File: config.mk
export PLATFORM = sky130hd
export DESIGN_NAME = prbs_gen
export DESIGN_NICKNAME = d
export VERILOG_FILES = /design/src/verilog/dsp_pkg.sv /design/src/verilog/prbs_gen.sv
export SDC_FILE = /design/constraint.sdc
export NUM_CORES = 1
export LEC_CHECK = 0
export ABC_AREA = 1
export CORE_AREA = 5 5 42 44
export CTS_CLUSTER_SIZE = 14
export DETAILED_ROUTE_END_ITERATION = 12
export DIE_AREA = 0 0 47 49
export DONT_BUFFER_PORTS = 1
export PLACE_DENSITY = 0.48
export SYNTH_ARGS = -nofsm -noshare
export SYNTH_HDL_FRONTEND = slang
export SYNTH_SLANG_ARGS = --single-unit
File: constraint.sdc
create_clock -name CLK100MHZ -period 0.8 [get_ports CLK100MHZ]
set_input_delay 0.04 -clock CLK100MHZ [delete_from_list [all_inputs] [get_ports CLK100MHZ]]
set_output_delay 0.04 -clock CLK100MHZ [all_outputs]
set_load 0.02 [all_outputs]
File: src/verilog/dsp_pkg.sv
package dsp_pkg;

    localparam int PRBS_W = 9;
    localparam logic [PRBS_W-1:0] PRBS_SEED_1 = 9'h1AA;     // lane 1 reset state
    localparam logic [PRBS_W-1:0] PRBS_SEED_2 = 9'h0F5;     // lane 2 reset state
    localparam int PRBS_TAP_A = 8;                          // x^9 + x^5 + 1
    localparam int PRBS_TAP_B = 4;

    localparam int NUM_TAPS = 4;
    localparam int COEF_W = 8;                              // signed
    localparam int TAP_IDX_W = 2;
    localparam int FIR_W = 10;                              // signed, no saturation

    localparam int RAM_WIDTH = 16;

    typedef enum logic {
        SRC_PRBS = 1'b0,                                    // raw pattern bits
        SRC_FIR  = 1'b1                                     // filtered samples
    } src_t;

endpackage

File: src/verilog/prbs_gen.sv
module prbs_gen #(
    parameter logic [dsp_pkg::PRBS_W-1:0] SEED = dsp_pkg::PRBS_SEED_1
) (
    input  logic CLK100MHZ,
    input  logic i_rst_n,
    input  logic i_enable,
    output logic o_bit,
    output logic o_valid
);
    import dsp_pkg::*;

    logic [PRBS_W-1:0] lfsr;
    logic              feedback;

    assign feedback = lfsr[PRBS_TAP_A] ^ lfsr[PRBS_TAP_B];

    always_ff @(posedge CLK100MHZ) begin
        if (!i_rst_n) begin
            lfsr    <= SEED;
            o_bit   <= 1'b0;
            o_valid <= 1'b0;
        end else begin
            o_valid <= i_enable;                            // state held while disabled
            if (i_enable) begin
                lfsr  <= {lfsr[PRBS_W-2:0], feedback};
                o_bit <= feedback;                          // output is the new bit
            end
        end
    end

endmodule

==> flow_summary.yaml <==
layout:
  final_area_um2: 420
  synthToLayoutAreaGrowth_pct: 12.8
  layout-drive-gt1-share: 0.191
  antenna_cells: 0
  fin_nets: 52
setup_path:
  crit_slowest_cell: "dfxtp_2"
  startpoint_type: "flop"
  worstSetupPathType: "flop to output pin"
  cp_max_fo: 3
  regToRegSetupSlack_ns: 0.09
  cpLargestDelayFamily: "flip-flops"
  cp.required_ns: 0.76
  critical_path_arrival_ns: 0.72
  setup.worst_path.end_class: "output pin"
  path_cells: "buf_6"
  worst-path-buf-inv: 1
  critPathMaxStageDelay_ns: 0.35
  r2r_cells: 5
  r2r_start: "lfsr[4]$_SDFFE_PN0P_"
  r2r_end: "lfsr[0]$_SDFFE_PN0P_"
  cp.depth: 1
power:
  peakVddDrop_uv: 809
  p_clk_frac: 0.339
  power.switching_uw: 227
  swShare: 0.231
  p_total_uw: 981
  power_leakage_uw: 0.000194
  combPwrFrac: 0.086
  seqPwrFrac: 0.575
  p_int_uw: 754
  p_per_area_nw_per_um2: 2330
sta:
  fin_hold_ws_ns: -0.137
  drv_slew: 0
  worst_clock_skew_ns: 0.00107
  rsz0062_at_grt: "yes"
  finalSetupTns_ns: 0
  min_period_over_period: 0.953
  worst_pin_slew_ns: 0.202
  relSlewSlack: 0.865
  max_freq_ghz: 1.31
  min_period_ns: 0.762
  final_hold_viol_count: 9
  setup_ws_ns: 0.0375
  setup_viol: 0
die:
  initial_core_util: 0.266
  rows: 14
  die_h_um: 49
  coreArea_um2: 1400
  die-area_um2: 2300
  io_pins: 5
  die_x_um: 47
hold_path:
  hp-class: "primary input to flop"
  worstHoldPathCells: 1
  hold_end: "lfsr[3]$_SDFFE_PN1P_"
  min_from: "i_rst_n"
synthesis:
  ys_types: 13
  ys_seq_area_frac: 0.537
  netlist_instances: 44
  syn_nets: 47
  ys_seq_elements: 10
  synth_area_per_cell_um2: 8.47
  netlist_area_um2: 373
  yosys_warnings: 0
run_status:
  status: "finished, violations left"
  violations: "negative hold slack"
route:
  first_pass_iters: 4
  wirelength_um: 617
  ant_nets: 0
  avgRoutedWirePerCell_um: 9.79
  route.vias.total: 266
  dr.first_iter.drc_count: 3
  vias_per_cell: 4.22
  drcViolationCount: 0
clocking:
  clk_pin_slew_ns: 0.06
  clkSinkCount: 10
  numCtsBuffers: 3
  cts_buffer_depth: 2
  cts.htree.levels: 1
  cts_hold_buf: 1
  cts-root-buf: "clkbuf_4"
  clkLatencyLatePin_ns: 0.26
  cts_tree: "done"
placed_design:
  dpl_cell_area_um2: 382
  pre_cts_slack_ns: 0.0906
  io_buffers: 0
  gp_congestion: 0.604
  post-dp-hpwl_um: 406
global_routing:
  grt_max_degree: 11
  grt_pass1_wl_um: 1080
  gr-total-overflow: 0
  grt_pass1_vias: 249
  track_usage: 0.0686
  antenna_found_initial: 0
job:
  cap_violations: 0
==> layout make-up <==
class                      instances  area (um^2)
fill                             167          981
tap                               16         20.0
sequential                        10          203
multi-input combinational         26          129
clock buffer                       3         22.5
inverter                           6         25.0
timing repair buffer               2         21.3
==> worst max-delay path by stage <==
| stage | start | end |
|---|---|---|
| 2_1_floorplan | lfsr[0]$_SDFFE_PN0P_ | lfsr[0]$_SDFFE_PN0P_ |
| 3_3_place_gp | lfsr[4]$_SDFFE_PN0P_ | lfsr[0]$_SDFFE_PN0P_ |
| 3_5_place_dp | lfsr[4]$_SDFFE_PN0P_ | lfsr[0]$_SDFFE_PN0P_ |
| 4_1_cts | lfsr[0]$_SDFFE_PN0P_ | o_bit |
| 5_1_grt | lfsr[0]$_SDFFE_PN0P_ | o_bit |
| 6_report | lfsr[0]$_SDFFE_PN0P_ | o_bit |
==> synth_stat cells <==
| cell type | count | share of area |
|---|---|---|
| inv_4 | 1 | 0.017 |
| inv_1 | 5 | 0.050 |
| o21a_1 | 1 | 0.020 |
| buf_4 | 1 | 0.020 |
| nand3_1 | 3 | 0.040 |
| buf_6 | 1 | 0.030 |
| nor2_1 | 4 | 0.040 |
| a21oi_2 | 1 | 0.023 |
| nand2_1 | 11 | 0.11 |
| o211ai_1 | 3 | 0.060 |
| o21ai_0 | 2 | 0.027 |
| o21ai_2 | 1 | 0.023 |
| dfxtp_1 | 10 | 0.54 |
==> state kept, by name, indices dropped and copies added, names as in the netlist <==
signal / flops
lfsr: 9
o_valid: 1
==> what timing repair did <==
| action | CTS | global route |
|---|---|---|
| gates resized for setup | 1 | 2 |
| setup endpoints to repair | 1 | 2 |
| setup buffers | 0 | 0 |
| hold endpoints to repair | 10 | 9 |
==> cell families (layout without fill, tap and decap cells) <==
family / after synthesis / in the layout / share of synthesized area
compound gates: 8 / 8 / 0.154
simple gates: 18 / 18 / 0.191
flops: 10 / 10 / 0.537
buf+inv: 8 / 11 / 0.117
==> cell usage in the layout (no fill, tap or decap) <==
cell type | netlist | final
dfxtp_2 | 0 | 2
o21ai_2 | 1 | 1
a21oi_2 | 1 | 1
o21a_1 | 1 | 1
dlygate4sd3_1 | 0 | 1
o211ai_1 | 3 | 3
o21ai_0 | 2 | 2
dfxtp_1 | 10 | 8
inv_1 | 5 | 5
buf_6 | 1 | 1
inv_4 | 1 | 1
nor2_1 | 4 | 4
clkbuf_4 | 0 | 3
nand2_1 | 11 | 11
nand3_1 | 3 | 3
==> metrics by stage <==
stage,util,std cells
2_1_floorplan,-,44
3_3_place_gp,0.272,59
3_5_place_dp,0.272,59
4_1_cts,0.296,63
5_1_grt,0.300,63
6_report,0.300,63
==> layer usage <==
metal,track usage,part of all wire,vias to the layer above
met4,0.0276,0,0
met1,0.0889,0.52,117
met3,0.0590,0.066,0
met5,0,0,-
li1,-,-,145
met2,0.0792,0.42,4
==> power by group through the flow <==
stage | Combinational, uW | Sequential (uW) | Clock [uW]
detailed placement | 79.0 | 572 | 0
finish | 83.9 | 564 | 333
global route | 100 | 569 | 382
floorplan | 77.4 | 573 | 0
global placement | 77.7 | 572 | 0
CTS | 82.6 | 563 | 355
(Power assumes the default switching activity.)
