[src/verilog/dsp_pkg.sv]
package dsp_pkg;

    localparam int PRBS_W = 9;
    localparam logic [PRBS_W-1:0] PRBS_SEED_1 = 9'h1AA;     // lane 1 reset state
    localparam logic [PRBS_W-1:0] PRBS_SEED_2 = 9'h0F5;     // lane 2 reset state
    localparam int PRBS_TAP_A = 8;                          // x^9 + x^5 + 1
    localparam int PRBS_TAP_B = 4;

    localparam int NUM_TAPS = 4;
    localparam int COEF_W = 8;                              // signed
    localparam int TAP_IDX_W = 2;
    localparam int FIR_W = 10;                              // signed, no saturation

    localparam int RAM_WIDTH = 16;

    typedef enum logic {
        SRC_PRBS = 1'b0,                                    // raw pattern bits
        SRC_FIR  = 1'b1                                     // filtered samples
    } src_t;

endpackage

[src/verilog/tx_fir.sv]
module tx_fir (
    input  logic                               CLK100MHZ,
    input  logic                               i_rst_n,
    input  logic                               i_enable,
    input  logic                               i_valid,
    input  logic                               i_bit,
    input  logic                               i_coef_we,
    input  logic [dsp_pkg::TAP_IDX_W-1:0]      i_coef_idx,
    input  logic signed [dsp_pkg::COEF_W-1:0]  i_coef,
    output logic signed [dsp_pkg::FIR_W-1:0]   o_sample,
    output logic                               o_valid
);
    import dsp_pkg::*;

    logic signed [COEF_W-1:0] coef [NUM_TAPS];
    logic signed [1:0]        hist [NUM_TAPS-1];            // older symbols, 0 until filled
    logic signed [1:0]        taps [NUM_TAPS];              // tap 0 is the incoming symbol
    logic signed [FIR_W-1:0]  acc;
    logic                     advance;

    assign advance = i_enable & i_valid;

    always_comb begin
        taps[0] = i_bit ? 2'sd1 : -2'sd1;
        for (int k = 1; k < NUM_TAPS; k++) begin
            taps[k] = hist[k-1];
        end
        acc = '0;
        for (int k = 0; k < NUM_TAPS; k++) begin
            acc = acc + FIR_W'(coef[k]) * FIR_W'(taps[k]);
        end
    end

    always_ff @(posedge CLK100MHZ) begin
        if (!i_rst_n) begin
            for (int k = 0; k < NUM_TAPS; k++) begin
                coef[k] <= '0;
            end
            for (int k = 0; k < NUM_TAPS - 1; k++) begin
                hist[k] <= '0;
            end
            o_sample <= '0;
            o_valid  <= 1'b0;
        end else begin
            if (i_coef_we) begin
                coef[i_coef_idx] <= i_coef;
            end
            o_valid <= advance;
            if (advance) begin
                for (int k = 0; k < NUM_TAPS - 1; k++) begin
                    hist[k] <= taps[k];                     // shift the history by one
                end
                o_sample <= acc;
            end
        end
    end

endmodule
[config.mk]
export PLATFORM = sky130hd
export DESIGN_NAME = tx_fir
export DESIGN_NICKNAME = d
export VERILOG_FILES = /design/src/verilog/dsp_pkg.sv /design/src/verilog/tx_fir.sv
export SDC_FILE = /design/constraint.sdc
export NUM_CORES = 1
export LEC_CHECK = 0
export BUFFER_PORTS_ARGS = -buffer_cell sky130_fd_sc_hd__buf_2
export CORE_MARGIN = 2
export CORE_UTILIZATION = 36
export CTS_BUF_LIST = sky130_fd_sc_hd__clkbuf_4 sky130_fd_sc_hd__clkbuf_8
export CTS_CLUSTER_SIZE = 40
export DETAILED_ROUTE_END_ITERATION = 7
export PLACE_DENSITY_LB_ADDON = 0.08
export SETUP_SLACK_MARGIN = 0.2
export SYNTH_ARGS = -nofsm -noshare
export SYNTH_HDL_FRONTEND = slang
export SYNTH_SLANG_ARGS = --single-unit
[constraint.sdc]
create_clock -name CLK100MHZ -period 6.2 [get_ports CLK100MHZ]
set_input_delay 1.55 -clock CLK100MHZ [delete_from_list [all_inputs] [get_ports CLK100MHZ]]
set_output_delay 1.55 -clock CLK100MHZ [all_outputs]
set_load 0.01 [all_outputs]
==> metrics <==
Worst path top cell family by delay=adder cells; post-synthesis sequential area ratio=36.0%; startpoint types=input pin; CTS root buf=clkbuf_8; Hold WS=0.456 ns; # diodes=0; Placed Instances=510; Die ar.=11300 um2; Critical path buffers and inverters=4; Design Area, Final=4190 um2; clock skew=0.00825 ns; Setup Buffers After CTS=0; DP Area=4080 um2; Top Metal Used=met4; endpoints failing hold=0; Min-Delay Path Class=reg -> reg; Max-cap violations=0; Global Route Usage Sum=14.3%; CTS-repair resized insts=0; Starting Density=36.8%; min setup slack post-route=1.24 ns; antenna-violating nets left=0; Total Routed Length=7460 um; max-slew violation count=0; unrepaired setup endpoints after global routing=no; Pleak=0.00193 uW; Final period util=80.0%; Core Area=10300 um2; CP Launch Point=i_bit; slowest stage delay, CP=0.54 ns; clock sinks=49; first-pass GRT wire length=12400 um; Placer Congestion=0.766; Worst-path clk slew=0.10 ns; Vias/cell=4.39; routed wire length on met2=3380 um; DRC viols=0; pre-CTS WS=0.886 ns; Initial DRC Count=62; Final Setup Violations=0; Mapped Nets=435; Critical Path Fanout Max=10; clock buffer depth=2; Distinct cells, synth=30; average wire per standard cell=14.4 um; H-tree depth=2; #FFs+latches synth=49; crit end category=flip-flop; Met3 Wirelength=189 um; Layout fillers=1040; maximum number of pins on one net before global-route repair=18; CP max stage cell=fa_1; Tmin final=4.96 ns; r2r startpoint=hist[0][1]; drt first pass iters=4; Synth Cell Area=3780 um2; num rows=37; total grt overflow=0; share of post-route cells with drive strength above 1=10.2%; hpwl dp=6160 um; final std cells w/o fill=518; VDD IR-drop max=0.145 mV; Post-CTS Hold Buffers=0; Worst-Margin Slew=0.867 ns; Slew HR=42.1%; number of global-route vias before repair=2391; IO Port Bufs=26; Hold Startpoint=o_sample[5]; io pins=27; crit path kind=in -> reg; r2r setup slk=1.63 ns; CP most frequent cell=fa_1; M1 wire length=3820 um; Num CTS Buffers=5; pwr dens=336 nW/um2; DIE HEIGHT=107 um; Area Growth Syn to Fin=10.9%; via count=2276; initial antenna violation count=0; Final #Nets=465; Ys Warns=0; CTS tree=yes; Avg Synthesized Cell Area=10.8 um2; sequence of cells on the critical path=buf_2 -> fa_1 -> inv_1 -> ha_1 -> inv_1 -> fa_1 -> fa_1 -> inv_1 -> ha_1 -> fa_1 -> a21o_1 -> a21oi_1 -> a21oi_1 -> nor2_1 -> xor2_1 -> o21ai_0; Die X-Extent=107 um; Achievable Freq=202 MHz; status=finished clean; Sum Neg Setup Slack=0 ns; clock latency on the worst-skew pair=0.31 ns; Mapped Cells=351; Critical Path AT=5.15 ns; CP required=6.39 ns
[final cells by class]
cell class                 instances  area, um2  share of cell area, %
multi-input combinational        229       2150                   51.2
sequential                        49       1360                   32.5
inverter                          68        255                   6.09
tap                              136        170                   4.06
timing repair buffer              28        145                   3.46
clock buffer                       5       68.8                   1.64
clock inverter                     3       47.5                   1.13
[synth_stat cells]
| master | number | area, um2 |
|---|---|---|
| inv_1 | 66 | 248 |
| fa_1 | 49 | 981 |
| and2_1 | 44 | 275 |
| edfxtp_1 | 38 | 1140 |
| nor2_1 | 32 | 120 |
| ha_1 | 19 | 238 |
| nand2_1 | 15 | 56.3 |
| xnor2_1 | 12 | 105 |
| dfxtp_1 | 11 | 220 |
| and3_1 | 8 | 50.1 |
| nand2b_1 | 8 | 50.1 |
| o21ai_0 | 8 | 40.0 |
| a21oi_1 | 6 | 30.0 |
| clkbuf_1 | 4 | 15.0 |
| xor2_1 | 4 | 35.0 |
| a21o_1 | 3 | 22.5 |
| a22o_1 | 3 | 26.3 |
| nand3_1 | 3 | 15.0 |
| nor3b_1 | 3 | 22.5 |
| inv_2 | 2 | 7.51 |
| nor3_1 | 2 | 10.0 |
| o21ai_1 | 2 | 10.0 |
| o21bai_1 | 2 | 15.0 |
| a21boi_0 | 1 | 7.51 |
| a31oi_1 | 1 | 6.26 |
| buf_2 | 1 | 5.00 |
| mux2i_1 | 1 | 10.0 |
| nand3b_1 | 1 | 7.51 |
| or2_2 | 1 | 6.26 |
| or3_1 | 1 | 6.26 |
[where the power goes]
| part | switching, uW | total [uW] | internal, uW |
|---|---|---|---|
| combinational | 397 | 736 | 339 |
| clock | 125 | 249 | 123 |
| sequential | 26.8 | 426 | 399 |
[sequential cells by signal, indices dropped and copies added (netlist names)]
signal    count
coef         32
hist          6
o_sample     10
o_valid       1
[tightest hold or removal path: stages, from the launching register on]
cell     delay [ns]
dfxtp_1        0.34
nand2_1        0.04
o21ai_0        0.05
[routing by layer]
metal	GRT usage, %	vias to the layer above
met3	2.39	7
met2	23.3	34
met1	20.1	1085
met4	3.62	0
met5	0	-
li1	-	1150
[logic make-up after synthesis]
family	synth area share, %
adder cells (fa/ha/maj)	32.2
buffers and inverters	7.28
AO/OA/AOI/OAI	4.17
flip-flops	36.0
multiplexers	0.265
XOR/XNOR	3.70
AND/OR/NAND/NOR	16.4
[stage by stage]
stage               utilization, %  power (uW)
floorplan                        -        1010
global placement              39.7        1180
detailed placement            39.7        1180
CTS                           40.8        1430
global route                  40.8        1550
finish                        40.8        1410
[worst paths after layout]
kind | endpoint | depth (start not counted)
max | o_sample[7] | 16
min | o_sample[5] | 2
max reg2reg | o_sample[7] | 17
min reg2reg | o_sample[5] | 2
[cells in the final DEF, fill, tap and decap left out, types with 2 or more instances in the layout]
| cell type | instances |
|---|---|
| xnor2_1 | 12 |
| o21ai_1 | 2 |
| nor3b_1 | 3 |
| a22o_1 | 3 |
| nand2b_1 | 8 |
| o21bai_1 | 2 |
| fa_1 | 49 |
| nand3_1 | 3 |
| inv_2 | 2 |
| clkbuf_8 | 5 |
| inv_1 | 66 |
| and3_1 | 8 |
| inv_6 | 2 |
| dfxtp_1 | 11 |
| a21oi_1 | 6 |
| and2_1 | 44 |
| o21ai_0 | 8 |
| xor2_1 | 4 |
| buf_4 | 2 |
| buf_2 | 26 |
| a21o_1 | 3 |
| nor2_1 | 32 |
| nor3_1 | 2 |
| nand2_1 | 15 |
| ha_1 | 19 |
| edfxtp_1 | 38 |
Note: power is estimated with default switching activity, not from simulation.
