$ cat config.mk
export PLATFORM = sky130hd
export DESIGN_NAME = cmd_decoder
export DESIGN_NICKNAME = d
export VERILOG_FILES = /design/src/verilog/ctrl_pkg.sv /design/src/verilog/dsp_pkg.sv /design/src/verilog/cmd_decoder.sv
export SDC_FILE = /design/constraint.sdc
export NUM_CORES = 1
export LEC_CHECK = 0
export BUFFER_PORTS_ARGS = -buffer_cell sky130_fd_sc_hd__buf_4
export CORE_MARGIN = 2
export CORE_UTILIZATION = 42
export CTS_BUF_LIST = sky130_fd_sc_hd__clkbuf_4 sky130_fd_sc_hd__clkbuf_8 sky130_fd_sc_hd__clkbuf_16
export DETAILED_ROUTE_END_ITERATION = 6
export HOLD_SLACK_MARGIN = 0.06
export PLACE_DENSITY = 0.78
export SYNTH_ARGS = -nofsm -noshare
export SYNTH_HDL_FRONTEND = slang
export SYNTH_SLANG_ARGS = --single-unit
$ cat constraint.sdc
create_clock -name CLK100MHZ -period 1.3 [get_ports CLK100MHZ]
set_input_delay 0.13 -clock CLK100MHZ [delete_from_list [all_inputs] [get_ports CLK100MHZ]]
set_output_delay 0.13 -clock CLK100MHZ [all_outputs]
set_load 0.1 [all_outputs]
$ cat src/verilog/ctrl_pkg.sv
package ctrl_pkg;

    localparam int CMD_W = 32;
    localparam int OP_LSB = 24;                             // opcode in bits 31..24
    localparam int OP_W = CMD_W - OP_LSB;

    // data field positions, counted from bit 0 of the command
    localparam int EN_PRBS_BIT = 0;
    localparam int EN_FIR_BIT = 1;
    localparam int SRC_BIT = 0;
    localparam int COEF_LSB = 0;                            // coefficient in 7..0
    localparam int TAP_LSB = 8;                             // tap index in 9..8

    localparam int LOG_DEPTH = 1024;
    localparam int LOG_ADDR_W = 10;

    typedef enum logic [OP_W-1:0] {
        OP_NOP        = 8'd0,
        OP_SET_ENABLE = 8'd1,
        OP_SET_SOURCE = 8'd2,
        OP_SET_COEF   = 8'd3,
        OP_LOG_START  = 8'd4,
        OP_READ       = 8'd5
    } op_t;

endpackage

$ cat src/verilog/dsp_pkg.sv
package dsp_pkg;

    localparam int PRBS_W = 9;
    localparam logic [PRBS_W-1:0] PRBS_SEED_1 = 9'h1AA;     // lane 1 reset state
    localparam logic [PRBS_W-1:0] PRBS_SEED_2 = 9'h0F5;     // lane 2 reset state
    localparam int PRBS_TAP_A = 8;                          // x^9 + x^5 + 1
    localparam int PRBS_TAP_B = 4;

    localparam int NUM_TAPS = 4;
    localparam int COEF_W = 8;                              // signed
    localparam int TAP_IDX_W = 2;
    localparam int FIR_W = 10;                              // signed, no saturation

    localparam int RAM_WIDTH = 16;

    typedef enum logic {
        SRC_PRBS = 1'b0,                                    // raw pattern bits
        SRC_FIR  = 1'b1                                     // filtered samples
    } src_t;

endpackage

$ cat src/verilog/cmd_decoder.sv
module cmd_decoder (
    input  logic                                CLK100MHZ,
    input  logic                                i_rst_n,
    input  logic                                i_cmd_valid,
    input  logic [ctrl_pkg::CMD_W-1:0]          i_cmd,
    output logic                                o_enable_prbs,
    output logic                                o_enable_fir,
    output dsp_pkg::src_t                       o_source,
    output logic                                o_coef_we,
    output logic [dsp_pkg::TAP_IDX_W-1:0]       o_coef_idx,
    output logic signed [dsp_pkg::COEF_W-1:0]   o_coef,
    output logic                                o_log_start,
    output logic                                o_rd_req,
    output logic [ctrl_pkg::LOG_ADDR_W-1:0]     o_rd_addr
);
    import dsp_pkg::*;
    import ctrl_pkg::*;

    op_t               opcode;
    logic [OP_LSB-1:0] data;

    assign opcode = op_t'(i_cmd[OP_LSB +: OP_W]);
    assign data   = i_cmd[OP_LSB-1:0];

    always_ff @(posedge CLK100MHZ) begin
        if (!i_rst_n) begin
            o_enable_prbs <= 1'b0;
            o_enable_fir  <= 1'b0;
            o_source      <= SRC_PRBS;
            o_coef_we     <= 1'b0;
            o_coef_idx    <= '0;
            o_coef        <= '0;
            o_log_start   <= 1'b0;
            o_rd_req      <= 1'b0;
            o_rd_addr     <= '0;
        end else begin
            o_coef_we   <= 1'b0;                            // strobes last one cycle
            o_log_start <= 1'b0;
            o_rd_req    <= 1'b0;
            if (i_cmd_valid) begin
                case (opcode)
                    OP_SET_ENABLE: begin
                        o_enable_prbs <= data[EN_PRBS_BIT];
                        o_enable_fir  <= data[EN_FIR_BIT];
                    end
                    OP_SET_SOURCE: begin
                        o_source <= src_t'(data[SRC_BIT]);
                    end
                    OP_SET_COEF: begin
                        o_coef_we  <= 1'b1;
                        o_coef_idx <= data[TAP_LSB +: TAP_IDX_W];
                        o_coef     <= $signed(data[COEF_LSB +: COEF_W]);
                    end
                    OP_LOG_START: begin
                        o_log_start <= 1'b1;
                    end
                    OP_READ: begin
                        o_rd_req  <= 1'b1;                  // data comes back one cycle later
                        o_rd_addr <= data[LOG_ADDR_W-1:0];
                    end
                    OP_NOP: begin
                    end
                    default: begin                          // unknown opcode, ignored
                    end
                endcase
            end
        end
    end

endmodule

==> run summary <==
TritonCTS clock tree - yes
Area of the placeable core - 2250 um^2
Overall global routing resource usage - 0.171
Number of distinct library cells after synthesis - 14
Max-cap violation count - 0
Number of antenna repair diodes - 0
Category of the critical setup timing path - in -> reg
Count of buffer and inverter cells on the critical path - 3
Worst voltage drop across the vdd grid - 0.605 mV
Number of filler cells placed in the layout - 215
CP top delay family - buffers and inverters
Total detailed-routing wirelength - 2280 um
Standard-cell row count - 17
Initial cell density of the core - 0.450
Synthesized flop and latch total - 26
Class of the tightest hold or removal check - in -> reg
Cell area after synthesis - 1010 um^2
Routability Congestion - 0.808
Cell area after layout - 1440 um^2
Result of the run - completed
Slack of the worst reg-to-reg path - 0.66 ns
Vias per cell - 4.96
Crit path DAT - 1.45 ns
Inserted Clock Buffers - 3
Maximum single-stage delay on the critical path - 0.55 ns
Fin crit period - 1.25 ns
Critical Path End Type - flop
Period utilization - 0.964
Sequential element share of the synthesized area - 0.513
Number of warnings printed during yosys synthesis - 0
Net total in the final layout - 187
Fraction of final layout cells with drive strength greater than 1 - 0.360
Number of detailed-routing iterations run before antenna repair - 5
Maximum frequency from static timing analysis - 0.798 GHz
Cell at the root of the clock tree - clkbuf_4
Final Core Density - 0.640
Data required time of the worst path - 1.50 ns
Syn Nets - 136
Static power due to leakage - 0.776 nW
Number of global-route vias before repair - 795
Maximum level of the CTS H-tree - 1
Max_slew headroom - 0.785
Overall die width - 53.2 um
Pre-CTS setup slack - 0.0390 ns
Crit path launch type - input pin
Vias - 883
Maximum number of pins on one net before global-route repair - 19
Die extent in y - 53.2 um
Total overflow reported by the global router - 0
RSZ-0062 raised after global routing - yes
Top fanout value on the critical path - 10
Min setup slack post-route - 0.0467 ns
Mapped Avg Cell Area - 10.0 um^2
Number of antenna violations at the first check in global routing - 0
Clock-pin slew of the registers on the worst-case setup and hold paths - 0.12 ns
Cell count after placement - 172
Relative area change from synthesis to final layout - 42.2%
Cell-by-cell listing of the critical path - dlygate4sd3_1 -> buf_4 -> nor2b_1 -> nand4_1 -> buf_6 -> mux2i_1
Hold Fails Final Rpt - 0
# clock sinks - 26
Pin slew with the least headroom to its limit - 0.321 ns
Worst path slowest cell - dlygate4sd3_1
Buffers from clock root to sink, at most - 2
Drt initial violations - 16
HPWL after DPL - 1690 um
Post-route antenna net violation count - 0
Source-to-sink clock delay at the later pin of the worst-skew pair - 0.30 ns
Max-slew violation total from the final report - 0
Wire length per cell - 12.8 um
Number of DRC violations after detailed routing - 0
Global-route wire length before repair - 3510 um
Number of buffers inserted by port buffering - 46
Placed Area - 1380 um^2
Total of endpoints with negative setup slack in the final report - 0
Floorplan die area - 2820 um^2
Post-Route Skew - 0 ns
Count of mapped cells out of synthesis - 101
Count of non-filler cells in the finished layout - 178
Final worst hold slack - 0.0965 ns
Pwr dens - 855 nW/um^2
Number of placed I/O pins - 61
[path summary, 6_finish.rpt]
check | cells after the start | endpoint | from
setup / recovery | 6 | o_coef[5] | i_cmd[26]
hold / removal | 3 | o_coef_idx[0] | i_cmd[8]
setup reg to reg | 2 | o_coef[6] | o_coef[6]
hold reg to reg | 2 | o_rd_addr[9] | o_rd_addr[9]
[cell type report]
cell class	instances	area, um^2	area share
flip-flops and latches	26	520	0.361
multi-input cells	69	459	0.318
repair buffers	52	405	0.281
well taps	28	35.0	0.0243
clock buffers	3	22.5	0.0156
[routing by layer]
metal  vias up  GRT usage  share of wire
li1        436          -              -
met1       420      0.200           0.40
met2        25      0.321           0.55
met3         2     0.0198          0.040
met4         0     0.0513         0.0083
met5         -          0              0
[power breakdown]
part / switching, mW / total [mW] / leakage [nW] / internal (mW)
clock: 0.210 / 0.318 / 0.0138 / 0.108
combinational: 0.0573 / 0.118 / 0.553 / 0.0607
sequential: 0.000472 / 0.798 / 0.209 / 0.798
[sequential cells by signal, indices dropped and copies added, names as in the netlist]
name	cells
o_rd_addr	10
o_coef	8
o_coef_idx	2
o_coef_we	1
o_enable_fir	1
o_enable_prbs	1
o_log_start	1
o_rd_req	1
o_source	1
[metrics by stage]
step	setup TNS, ns	power [mW]
6_report	0	1.23
3_5_place_dp	0	0.924
2_1_floorplan	0	0.861
3_3_place_gp	0	0.920
4_1_cts	0	1.24
5_1_grt	-0.000312	1.28
[worst min-delay path, cell delays in order]
cell	delay (ns)
buf_4	0.11
nand2_1	0.06
mux2i_1	0.06
[repair_timing]
item                                    in CTS  in global routing
hold buffers                                 3                  0
hold endpoints to repair                     2                  0
resized for setup                            0                  3
setup buffers                                0                  0
endpoints found under the setup margin       0                 13
[placed cells by master, fill, tap and decap left out]
master,netlist,routed
nor4_4,1,1
nor2b_2,0,1
nand4_1,2,2
dfxtp_1,26,26
nor4bb_1,1,1
nand4b_1,2,2
nor2b_1,2,1
dlygate4sd3_1,0,3
clkbuf_4,0,3
nand2_1,34,34
nand3_1,1,1
buf_4,0,47
mux2i_1,23,23
nor4b_1,1,1
and2b_1,1,1
nor2_1,1,1
buf_6,2,2
[synth_stat cells, drive strengths merged]
master   n  area, um^2
and2b    1        7.51
nand3    1        5.00
nor4b    1        8.76
mux2i   23         230
nand4b   2        17.5
buf      2        22.5
nand2   34         128
nor2b    2        12.5
nor4     1        21.3
nor2     1        3.75
nand4    2        12.5
clkbuf   4        15.0
dfxtp   26         521
nor4bb   1        10.0
[logic make-up (layout without fill, tap and decap cells)]
kind of cell | after synthesis | after routing | synth area share
DFF | 26 | 26 | 0.513
and+or+nand+nor | 46 | 46 | 0.223
muxes | 23 | 23 | 0.227
buffers and inverters | 6 | 55 | 0.0370
No activity file was read; power rests on OpenSTA's default activity.
