## src/verilog/dsp_pkg.sv

```systemverilog
package dsp_pkg;

    localparam int PRBS_W = 9;
    localparam logic [PRBS_W-1:0] PRBS_SEED_1 = 9'h1AA;     // lane 1 reset state
    localparam logic [PRBS_W-1:0] PRBS_SEED_2 = 9'h0F5;     // lane 2 reset state
    localparam int PRBS_TAP_A = 8;                          // x^9 + x^5 + 1
    localparam int PRBS_TAP_B = 4;

    localparam int NUM_TAPS = 4;
    localparam int COEF_W = 8;                              // signed
    localparam int TAP_IDX_W = 2;
    localparam int FIR_W = 10;                              // signed, no saturation

    localparam int RAM_WIDTH = 16;

    typedef enum logic {
        SRC_PRBS = 1'b0,                                    // raw pattern bits
        SRC_FIR  = 1'b1                                     // filtered samples
    } src_t;

endpackage

```

## src/verilog/log_select.sv

```systemverilog
module log_select (
    input  logic                              CLK100MHZ,
    input  logic                              i_rst_n,
    input  dsp_pkg::src_t                     i_source,
    input  logic                              i_bit_1,
    input  logic                              i_bit_2,
    input  logic                              i_prbs_valid,
    input  logic signed [dsp_pkg::FIR_W-1:0]  i_sample_1,
    input  logic signed [dsp_pkg::FIR_W-1:0]  i_sample_2,
    input  logic                              i_fir_valid,
    output logic [dsp_pkg::RAM_WIDTH-1:0]     o_word_a,
    output logic [dsp_pkg::RAM_WIDTH-1:0]     o_word_b,
    output logic                              o_valid
);
    import dsp_pkg::*;

    always_ff @(posedge CLK100MHZ) begin
        if (!i_rst_n) begin
            o_word_a <= '0;
            o_word_b <= '0;
            o_valid  <= 1'b0;
        end else begin
            case (i_source)
                SRC_FIR: begin
                    o_word_a <= RAM_WIDTH'(i_sample_1);     // sign extended
                    o_word_b <= RAM_WIDTH'(i_sample_2);
                    o_valid  <= i_fir_valid;
                end
                default: begin
                    o_word_a <= RAM_WIDTH'(i_bit_1);        // zero extended
                    o_word_b <= RAM_WIDTH'(i_bit_2);
                    o_valid  <= i_prbs_valid;
                end
            endcase
        end
    end

endmodule

```

## config.mk

```make
export PLATFORM = sky130hd
export DESIGN_NAME = log_select
export DESIGN_NICKNAME = d
export VERILOG_FILES = /design/src/verilog/dsp_pkg.sv /design/src/verilog/log_select.sv
export SDC_FILE = /design/constraint.sdc
export NUM_CORES = 1
export LEC_CHECK = 0
export BUFFER_PORTS_ARGS = -buffer_cell sky130_fd_sc_hd__buf_2
export CAP_MARGIN = 20
export CORE_MARGIN = 4
export CORE_UTILIZATION = 39
export DETAILED_ROUTE_END_ITERATION = 6
export PLACE_DENSITY = 0.77
export SLEW_MARGIN = 20
export SYNTH_ARGS = -nofsm -noshare
export SYNTH_HDL_FRONTEND = slang
export SYNTH_SLANG_ARGS = --single-unit
```

## constraint.sdc

```tcl
create_clock -name CLK100MHZ -period 0.9 [get_ports CLK100MHZ]
set_clock_uncertainty 0.05 [all_clocks]
set_input_delay 0.09 -clock CLK100MHZ [delete_from_list [all_inputs] [get_ports CLK100MHZ]]
set_output_delay 0.09 -clock CLK100MHZ [all_outputs]
set_load 0.02 [all_outputs]
```

==> results.rst, run 1 <==
.. list-table::
   :header-rows: 1

   * - Metric
     - Value
   * - Result of the run
     - finished with violations
   * - Failing checks
     - setup timing
   * - Total Routing Usage GR
     - 15.0%
   * - Top post-synthesis cells by area
     - sky130_fd_sc_hd__dfxtp_1, sky130_fd_sc_hd__buf_4, sky130_fd_sc_hd__and3_1
   * - PortBufs
     - 59
   * - FF+latch count, synth
     - 21
   * - Final Hold Fails
     - 0
   * - Max-cap violations
     - 0
   * - Area growth, synth to finish
     - 82.2%
   * - CP Buf/Inv Count
     - 1
   * - Initial cell density of the core
     - 41.4%
   * - Die outline area
     - 2580 um2
   * - Final Slew Violations
     - 0
   * - Die span in y
     - 50.8 um
   * - Sequential area share after synthesis
     - 58.7%
   * - Drt total wl
     - 1750 um
   * - Cell count after synthesis
     - 61
   * - Global placement routability congestion
     - 0.709
   * - Startpoint Class
     - register
   * - Power density relative to cell area
     - 1370 nW/um2
   * - Data arrival, critical path
     - 820 ps
   * - DRC errors left
     - 0
   * - Area share of the largest cell type after synthesis
     - 58.7%
   * - Chip width
     - 50.8 um
   * - Total I/O pin count
     - 60
   * - Highest clock rate
     - 1040 MHz
   * - Part of the cycle the worst path needs
     - 106%
   * - Setup TNS
     - -752 ps
   * - CTS tree
     - built
   * - Global-route wire length before repair
     - 2940 um
   * - Overall via count from detail_route
     - 640
   * - # rows
     - 15
   * - TritonCTS buffer count
     - 3
   * - Actual slew at the worst max-slew pin
     - 264 ps
   * - Number of nets in the finished design
     - 152
   * - Critical path type
     - reg2out
   * - 1st-iter DRT viols
     - 1
   * - Clock net sink count
     - 21
   * - Endpoint class of the critical path
     - output pin
   * - Cell type contributing the most total cell area after synthesis
     - sky130_fd_sc_hd__dfxtp_1
   * - CTS clk-pin slew, worst paths
     - 100 ps
   * - H-tree Lvls
     - 1
   * - Leakage power total
     - 0.684 nW
   * - RSZ-0062 raised after global routing
     - true
   * - Total Power
     - 0.00178 W
   * - Total of warnings raised by yosys
     - 0
   * - Detailed placement HPWL
     - 1150 um
   * - Number of antenna violations at the first check in global routing
     - 0
   * - Worst hold path class
     - in2reg
   * - Maximum clock path buffer count
     - 2
   * - Max VDD drop
     - 1.05 mV
   * - Drt pass-1 iters
     - 2
   * - Family of cells with the greatest summed delay on the critical path
     - flip-flops
   * - Pin count of the biggest net entering global routing
     - 22
   * - Maximum fanout encountered on the critical timing path
     - 7
   * - Setup repair bufs after CTS
     - 0
   * - Final-report setup violation count
     - 14
   * - Summed instance area of the synthesized netlist
     - 716 um2
   * - Root buffer selected by CTS
     - sky130_fd_sc_hd__clkbuf_4
   * - Cells along the critical path
     - buf_4
   * - Final Critical Period
     - 957 ps
   * - Post-detailed-route count of antenna-violating nets
     - 0
   * - Crit-path slowest cell
     - sky130_fd_sc_hd__dfxtp_4
   * - Layout cells sized above 1
     - 74.2%
   * - Data required time of the critical path
     - 760 ps
   * - Floorplan core area
     - 1730 um2
   * - Mapped Nets
     - 88
   * - Vias per std cell
     - 4.30
   * - Stage delay of the slowest cell on the critical path
     - 380 ps
   * - Synth Area per Inst
     - 11.7 um2
   * - Wire length per cell after detailed routing
     - 11.8 um
   * - Distinct cell type count after synthesis
     - 9
   * - Diodes inserted
     - 0
   * - Post-route setup slack
     - -57.1 ps
   * - Sum of overflow across all layers after global routing
     - 0
   * - Relative slew slack
     - 82.4%
   * - Via count of the first global-routing pass
     - 657
==> synth_stat cells <==
cell	n
sky130_fd_sc_hd__dfxtp_1	21
sky130_fd_sc_hd__buf_4	12
sky130_fd_sc_hd__and3_1	10
sky130_fd_sc_hd__and3_2	8
sky130_fd_sc_hd__mux2i_1	3
sky130_fd_sc_hd__nor2b_1	3
sky130_fd_sc_hd__clkbuf_1	2
sky130_fd_sc_hd__buf_6	1
sky130_fd_sc_hd__buf_8	1
==> stage by stage <==
| step | instances | instance area (um2) | hold WS, ps | util, % | setup slack [ps] |
|---|---|---|---|---|---|
| after floorplan | 61 | 716 | 199 | - | 59.2 |
| after global routing | 149 | 1300 | -0.235 | 75.5 | -114 |
| after CTS | 149 | 1210 | 2.28 | 69.9 | -66.2 |
| final | 149 | 1300 | 5.06 | 75.5 | -57.1 |
| after detailed placement | 130 | 938 | 283 | 54.3 | 142 |
| after global placement | 130 | 938 | 277 | 54.3 | 160 |
==> placed cells by master (no fill, tap or decap), drive strengths merged <==
| cell type | count |
|---|---|
| and3 | 18 |
| buf | 60 |
| dlygate4sd3 | 15 |
| clkbuf | 4 |
| dfxtp | 21 |
| nor2b | 3 |
| mux2i | 3 |
==> area by class of cell <==
cell class,count,area [um2]
Clock buffer,4,26.3
Fill cell,120,423
Multi-Input combinational cell,24,171
Sequential cell,21,452
Timing Repair Buffer,75,623
Tap cell,25,31.3
==> logic make-up after synthesis <==
kind of cell           after synthesis  synth area share [%]
flip-flops                          21                  58.7
AND/OR/NAND/NOR                     21                  19.8
buffers and inverters               16                  17.3
multiplexers                         3                  4.20
==> metal layers <==
metal	global-route usage [%]	up-vias	part of all wire, %
met5	0	-	0
met4	4.04	0	0
met3	7.29	0	13
met2	26.7	46	51
met1	15.5	280	36
li1	-	314	-
==> registers in the layout, indices dropped and copies added, names as in the netlist <==
signal,flops
o_word_a,10
o_word_b,10
o_valid,1
==> where the power goes <==
group	switching, W	internal (W)
registers	0.0000220	0.000974
clock network	0.000244	0.000172
logic	0.000157	0.000216
==> path summary, 6_finish.rpt <==
check | from | to | cells past startpoint
max | o_word_a[9]$_SDFF_PN0_ | o_word_a[15] | 1
min | i_sample_2[4] | o_word_b[4]$_SDFF_PN0_ | 2
==> what timing repair did <==
| action | CTS | global route |
|---|---|---|
| resized for setup | 38 | 38 |
| hold buffers | 15 | 0 |
| endpoints found under the hold margin | 14 | 0 |
| gates cloned | 0 | 0 |
| endpoints found under the setup margin | 32 | 33 |
No activity file was read; power rests on OpenSTA's default activity.
==> run 2: changes to the inputs <==
--- a/config.mk
+++ b/config.mk
@@ -10,6 +10,7 @@
 export CORE_MARGIN = 4
 export CORE_UTILIZATION = 39
 export DETAILED_ROUTE_END_ITERATION = 6
+export HOLD_SLACK_MARGIN = 0.02
 export PLACE_DENSITY = 0.77
 export SLEW_MARGIN = 20
 export SYNTH_ARGS = -nofsm -noshare
==> run 2 against run 1 <==
  * The flow still finishes with violations (setup timing)
  * Flip-flop and latch count unchanged
  * Final area increased by 6.6%
  * Via count increased by 4.4%
  * Critical path type unchanged
  * Highest routed layer unchanged
==> results.rst, run 2 (synthesis gave the netlist of run 1 again) <==
.. list-table::
   :header-rows: 1

   * - Metric
     - Value
   * - Wire length per cell after detailed routing
     - 12.2 um
   * - Floorplan core area
     - 1730 um2
   * - Clock net sink count
     - 21
   * - Proportion of total power due to net switching
     - 23.8%
   * - Final Critical Period
     - 956 ps
   * - CTS clk-pin slew, worst paths
     - 100 ps
   * - Total I/O pin count
     - 60
   * - Smallest hold slack
     - 137 ps
   * - Vias per std cell
     - 4.23
   * - Family of cells with the greatest summed delay on the critical path
     - flip-flops
   * - Switch Pwr
     - 0.000433 W
   * - Critical path type
     - reg2out
   * - Stage delay of the slowest cell on the critical path
     - 380 ps
   * - Actual slew at the worst max-slew pin
     - 266 ps
   * - Detailed placement HPWL
     - 1150 um
   * - 1st-iter DRT viols
     - 4
   * - Overall via count from detail_route
     - 668
   * - Data required time of the critical path
     - 760 ps
   * - Result of the run
     - finished with violations
   * - Final Slew Violations
     - 0
   * - Largest registers
     - o_word_a x10, o_word_b x10, o_valid x1
   * - Global-route wire length before repair
     - 3080 um
   * - Die outline area
     - 2580 um2
   * - Failing checks
     - setup timing
   * - Number of instances in the placed design
     - 130
   * - Total Routing Usage GR
     - 15.8%
   * - CTS tree
     - built
   * - Highest clock rate
     - 1050 MHz
   * - Setup TNS
     - -757 ps
   * - Diodes inserted
     - 0
   * - Number of antenna violations at the first check in global routing
     - 0
   * - Final-report setup violation count
     - 14
   * - Number of nets in the finished design
     - 161
   * - Leakage power total
     - 0.720 nW
   * - DRC errors left
     - 0
   * - Drt total wl
     - 1930 um
   * - TritonCTS buffer count
     - 3
   * - Internal Pwr Total
     - 0.00139 W
   * - Maximum fanout encountered on the critical timing path
     - 7
   * - Sum of overflow across all layers after global routing
     - 0
   * - Via count of the first global-routing pass
     - 699
   * - Post-detailed-route count of antenna-violating nets
     - 0
   * - Initial cell density of the core
     - 41.4%
   * - Chip width
     - 50.8 um
   * - # rows
     - 15
   * - Clock group share of total power
     - 23.0%
   * - Most common cell after layout, fill and taps aside
     - sky130_fd_sc_hd__buf_2
   * - Highest-count cells in the layout ignoring fill and taps
     - sky130_fd_sc_hd__buf_2, sky130_fd_sc_hd__dlygate4sd3_1, sky130_fd_sc_hd__dfxtp_2, sky130_fd_sc_hd__buf_6, sky130_fd_sc_hd__buf_4
   * - Relative slew slack
     - 82.2%
   * - Cells along the critical path
     - buf_4
   * - RSZ-0062 raised after global routing
     - true
   * - Seq pwr share
     - 54.7%
   * - PortBufs
     - 59
   * - Final design utilization
     - 80.5%
   * - Max VDD drop
     - 1.14 mV
   * - Crit-path slowest cell
     - sky130_fd_sc_hd__dfxtp_4
   * - Final Hold Fails
     - 0
   * - Area growth, synth to finish
     - 94.2%
   * - Data arrival, critical path
     - 820 ps
   * - H-tree Lvls
     - 1
   * - Layout cells sized above 1
     - 69.2%
   * - Setup repair bufs after CTS
     - 0
   * - Number of standard cells in the layout, taps in and fillers out
     - 158
   * - Part of the cycle the worst path needs
     - 106%
   * - CP Buf/Inv Count
     - 1
   * - Die span in y
     - 50.8 um
   * - Worst hold path class
     - in2reg
   * - Global placement routability congestion
     - 0.709
   * - Maximum clock path buffer count
     - 2
   * - Endpoint class of the critical path
     - output pin
   * - Drt pass-1 iters
     - 2
   * - Startpoint Class
     - register
   * - Power share of the combinational group
     - 22.3%
   * - Max-cap violations
     - 0
   * - Post-route setup slack
     - -56.1 ps
   * - Root buffer selected by CTS
     - sky130_fd_sc_hd__clkbuf_4
   * - Power density relative to cell area
     - 1310 nW/um2
   * - Pin count of the biggest net entering global routing
     - 22
-- run 2: cell types whose count changed in the layout (fill, tap and decap cells not counted), sizes merged --
cell and delta:
dlygate4sd3 +9
-- run 2: per-stage QoR --
step / worst slack, ps / instance area [um2] / power (W)
2_1_floorplan: 59.2 / 716 / 0.00118
3_3_place_gp: 160 / 938 / 0.00126
3_5_place_dp: 142 / 938 / 0.00127
4_1_cts: -66.2 / 1300 / 0.00179
5_1_grt: -107 / 1390 / 0.00192
6_report: -56.1 / 1390 / 0.00182
-- run 2: path summary, 6_finish.rpt --
check | startpoint | end | slack [ps] | cells past startpoint
worst max-delay path | o_word_b[9]$_SDFF_PN0_ | o_word_b[14] | -60 | 1
worst min-delay path | i_rst_n | o_word_a[0]$_SDFF_PN0_ | 140 | 2
-- run 2: routing by layer --
layer / vias to the layer above / global-route usage (%) / share of wire [%]
li1: 332 / - / -
met1: 290 / 17.9 / 39
met2: 46 / 27.2 / 48
met3: 0 / 6.71 / 13
met4: 0 / 4.04 / 0
met5: - / 0 / 0
-- run 2: power by group through the flow --
stage / Clock (W) / Combinational, W / Sequential [W]
final: 0.000418 / 0.000406 / 0.000996
after global routing: 0.000477 / 0.000436 / 0.00100
after CTS: 0.000434 / 0.000378 / 0.000982
after detailed placement: 0 / 0.000265 / 0.00100
after global placement: 0 / 0.000259 / 0.00100
after floorplan: 0 / 0.000117 / 0.00106
-- run 2: cell type report --
class / count / area [um2]
flip-flops and latches: 21 / 452
multi-input cells: 24 / 171
repair buffers: 84 / 709
fillers: 98 / 337
clock buffers: 4 / 26.3
well taps: 25 / 31.3
-- run 2: what timing repair did --
item	in CTS	in global routing
hold endpoints to repair	21	0
cloned	0	0
resized for setup	38	37
hold buffers	24	0
setup endpoints to repair	32	33
==> run 3: changes to the inputs <==
--- a/config.mk
+++ b/config.mk
@@ -12,6 +12,7 @@
 export DETAILED_ROUTE_END_ITERATION = 6
 export HOLD_SLACK_MARGIN = 0.02
 export PLACE_DENSITY = 0.77
+export REMOVE_ABC_BUFFERS = 1
 export SLEW_MARGIN = 20
 export SYNTH_ARGS = -nofsm -noshare
 export SYNTH_HDL_FRONTEND = slang
==> run 3 against run 2 <==
  * The run still ends with setup timing left
  * Critical path depth did not move
  * Worst hold slack improved by 9.6 ps
  * Die area did not move
  * Worst setup slack got worse by 29 ps
  * Fmax fell by 3.0%
  * Sequential power barely moved
  * Critical endpoint is now o_word_a[9]
  * Largest cell class unchanged
  * Largest power group unchanged
  * Highest routed layer is now met4
==> results.rst, run 3 (synthesis gave the netlist of run 1 again) <==
.. list-table::
   :header-rows: 1

   * - Metric
     - Value
   * - Result of the run
     - finished with violations
   * - Failing checks
     - setup timing
   * - Post-route setup slack
     - -85.4 ps
   * - Setup repair bufs after CTS
     - 0
   * - Total Routing Usage GR
     - 19.9%
   * - Startpoint Class
     - register
   * - Post-detailed-route count of antenna-violating nets
     - 0
   * - Detailed placement HPWL
     - 1220 um
   * - Die span in y
     - 50.8 um
   * - Total I/O pin count
     - 60
   * - Part of the cycle the worst path needs
     - 109%
   * - Highest clock rate
     - 1010 MHz
   * - Overall via count from detail_route
     - 694
   * - Via count of the first global-routing pass
     - 728
   * - Global-route track usage on met3
     - 9.91%
   * - Power density relative to cell area
     - 1340 nW/um2
   * - CP Buf/Inv Count
     - 1
   * - Worst hold path class
     - in2reg
   * - Final Critical Period
     - 985 ps
   * - PortBufs
     - 59
   * - Data required time of the critical path
     - 760 ps
   * - Leakage power total
     - 0.711 nW
   * - Grt peak-use layer
     - met2
   * - Family of cells with the greatest summed delay on the critical path
     - flip-flops
   * - Number of standard cells in the layout, taps in and fillers out
     - 157
   * - Final Slew Violations
     - 0
   * - Largest registers
     - o_word_a x10, o_word_b x10, o_valid x1
   * - Wire length per cell after detailed routing
     - 17.0 um
   * - Layout cells sized above 1
     - 68.9%
   * - Crit-path slowest cell
     - sky130_fd_sc_hd__dfxtp_4
   * - 1st-iter DRT viols
     - 6
   * - Chip width
     - 50.8 um
   * - Instance area at placement
     - 918 um2
   * - Met1 usage in global routing
     - 23.6%
   * - Maximum fanout encountered on the critical timing path
     - 7
   * - Setup TNS
     - -1060 ps
   * - Stage delay of the slowest cell on the critical path
     - 400 ps
   * - TritonCTS buffer count
     - 3
   * - # rows
     - 15
   * - Critical path type
     - reg2out
   * - Endpoint class of the critical path
     - output pin
   * - Sum of overflow across all layers after global routing
     - 0
   * - Highest-count cells in the layout ignoring fill and taps
     - sky130_fd_sc_hd__buf_2, sky130_fd_sc_hd__dlygate4sd3_1, sky130_fd_sc_hd__dfxtp_2, sky130_fd_sc_hd__buf_6, sky130_fd_sc_hd__buf_4
   * - Met2 Track Usage GR
     - 30.7%
   * - H-tree Lvls
     - 1
   * - Area growth, synth to finish
     - 91.4%
   * - DRC errors left
     - 0
   * - Pin count of the biggest net entering global routing
     - 22
   * - Most common cell after layout, fill and taps aside
     - sky130_fd_sc_hd__buf_2
   * - Maximum clock path buffer count
     - 2
   * - Die outline area
     - 2580 um2
   * - CTS clk-pin slew, worst paths
     - 110 ps
   * - Global placement routability congestion
     - 0.578
   * - Root buffer selected by CTS
     - sky130_fd_sc_hd__clkbuf_4
   * - Relative slew slack
     - 78.6%
   * - Max VDD drop
     - 1.02 mV
   * - Number of instances in the placed design
     - 129
   * - Drt total wl
     - 2660 um
   * - Initial cell density of the core
     - 41.4%
   * - CTS tree
     - built
   * - Actual slew at the worst max-slew pin
     - 321 ps
   * - Final-report setup violation count
     - 14
   * - Number of antenna violations at the first check in global routing
     - 0
   * - Global-route wire length before repair
     - 3750 um
   * - Data arrival, critical path
     - 850 ps
   * - Max-cap violations
     - 0
   * - RSZ-0062 raised after global routing
     - true
   * - Finished layout cell area
     - 1370 um2
   * - Final Hold Fails
     - 0
   * - Vias per std cell
     - 4.42
   * - Floorplan core area
     - 1730 um2
   * - Clock net sink count
     - 21
   * - Number of nets in the finished design
     - 160
   * - Drt pass-1 iters
     - 4
   * - Cells along the critical path
     - buf_4
   * - Diodes inserted
     - 0
==> run 3: through the flow <==
stage / hold slack (ps) / power [W] / setup WS [ps] / utilization (%)
after global routing: 136 / 0.00191 / -130 / 79.3
after detailed placement: 284 / 0.00126 / 29.2 / 53.2
final: 147 / 0.00184 / -85.4 / 79.3
after CTS: 132 / 0.00180 / -67.3 / 75.1
after global placement: 280 / 0.00125 / 101 / 53.2
after floorplan: 168 / 0.00112 / -407 / -
==> run 3: repair_timing <==
action                                 CTS  global route
gates cloned                             0             0
gates resized for setup                 44            31
pin swaps                                0             0
hold buffers                            24             0
endpoints found under the hold margin   21             0
setup endpoints to repair               33            33
==> run 3: per-layer routing <==
metal	vias up	wire (um)
met3	4	301
met1	311	1210
met4	0	54
met2	47	1100
li1	332	-
met5	-	0
==> run 3: final cells by class <==
cell class | instances | area [um2]
clock buffers | 4 | 26.3
fillers | 105 | 357
multi-input cells | 24 | 171
flip-flops and latches | 21 | 452
well taps | 25 | 31.3
repair buffers | 83 | 689
==> run 3: final timing paths <==
check,start,to,slack [ps],cells past startpoint
worst max-delay path,o_word_a[9]$_SDFF_PN0_,o_word_a[9],-90,1
worst min-delay path,i_rst_n,o_word_b[0]$_SDFF_PN0_,150,2
==> run 3: where the power goes <==
part	internal [W]	switching, W
Clock	0.000172	0.000254
Combinational	0.000233	0.000176
Sequential	0.000974	0.0000274
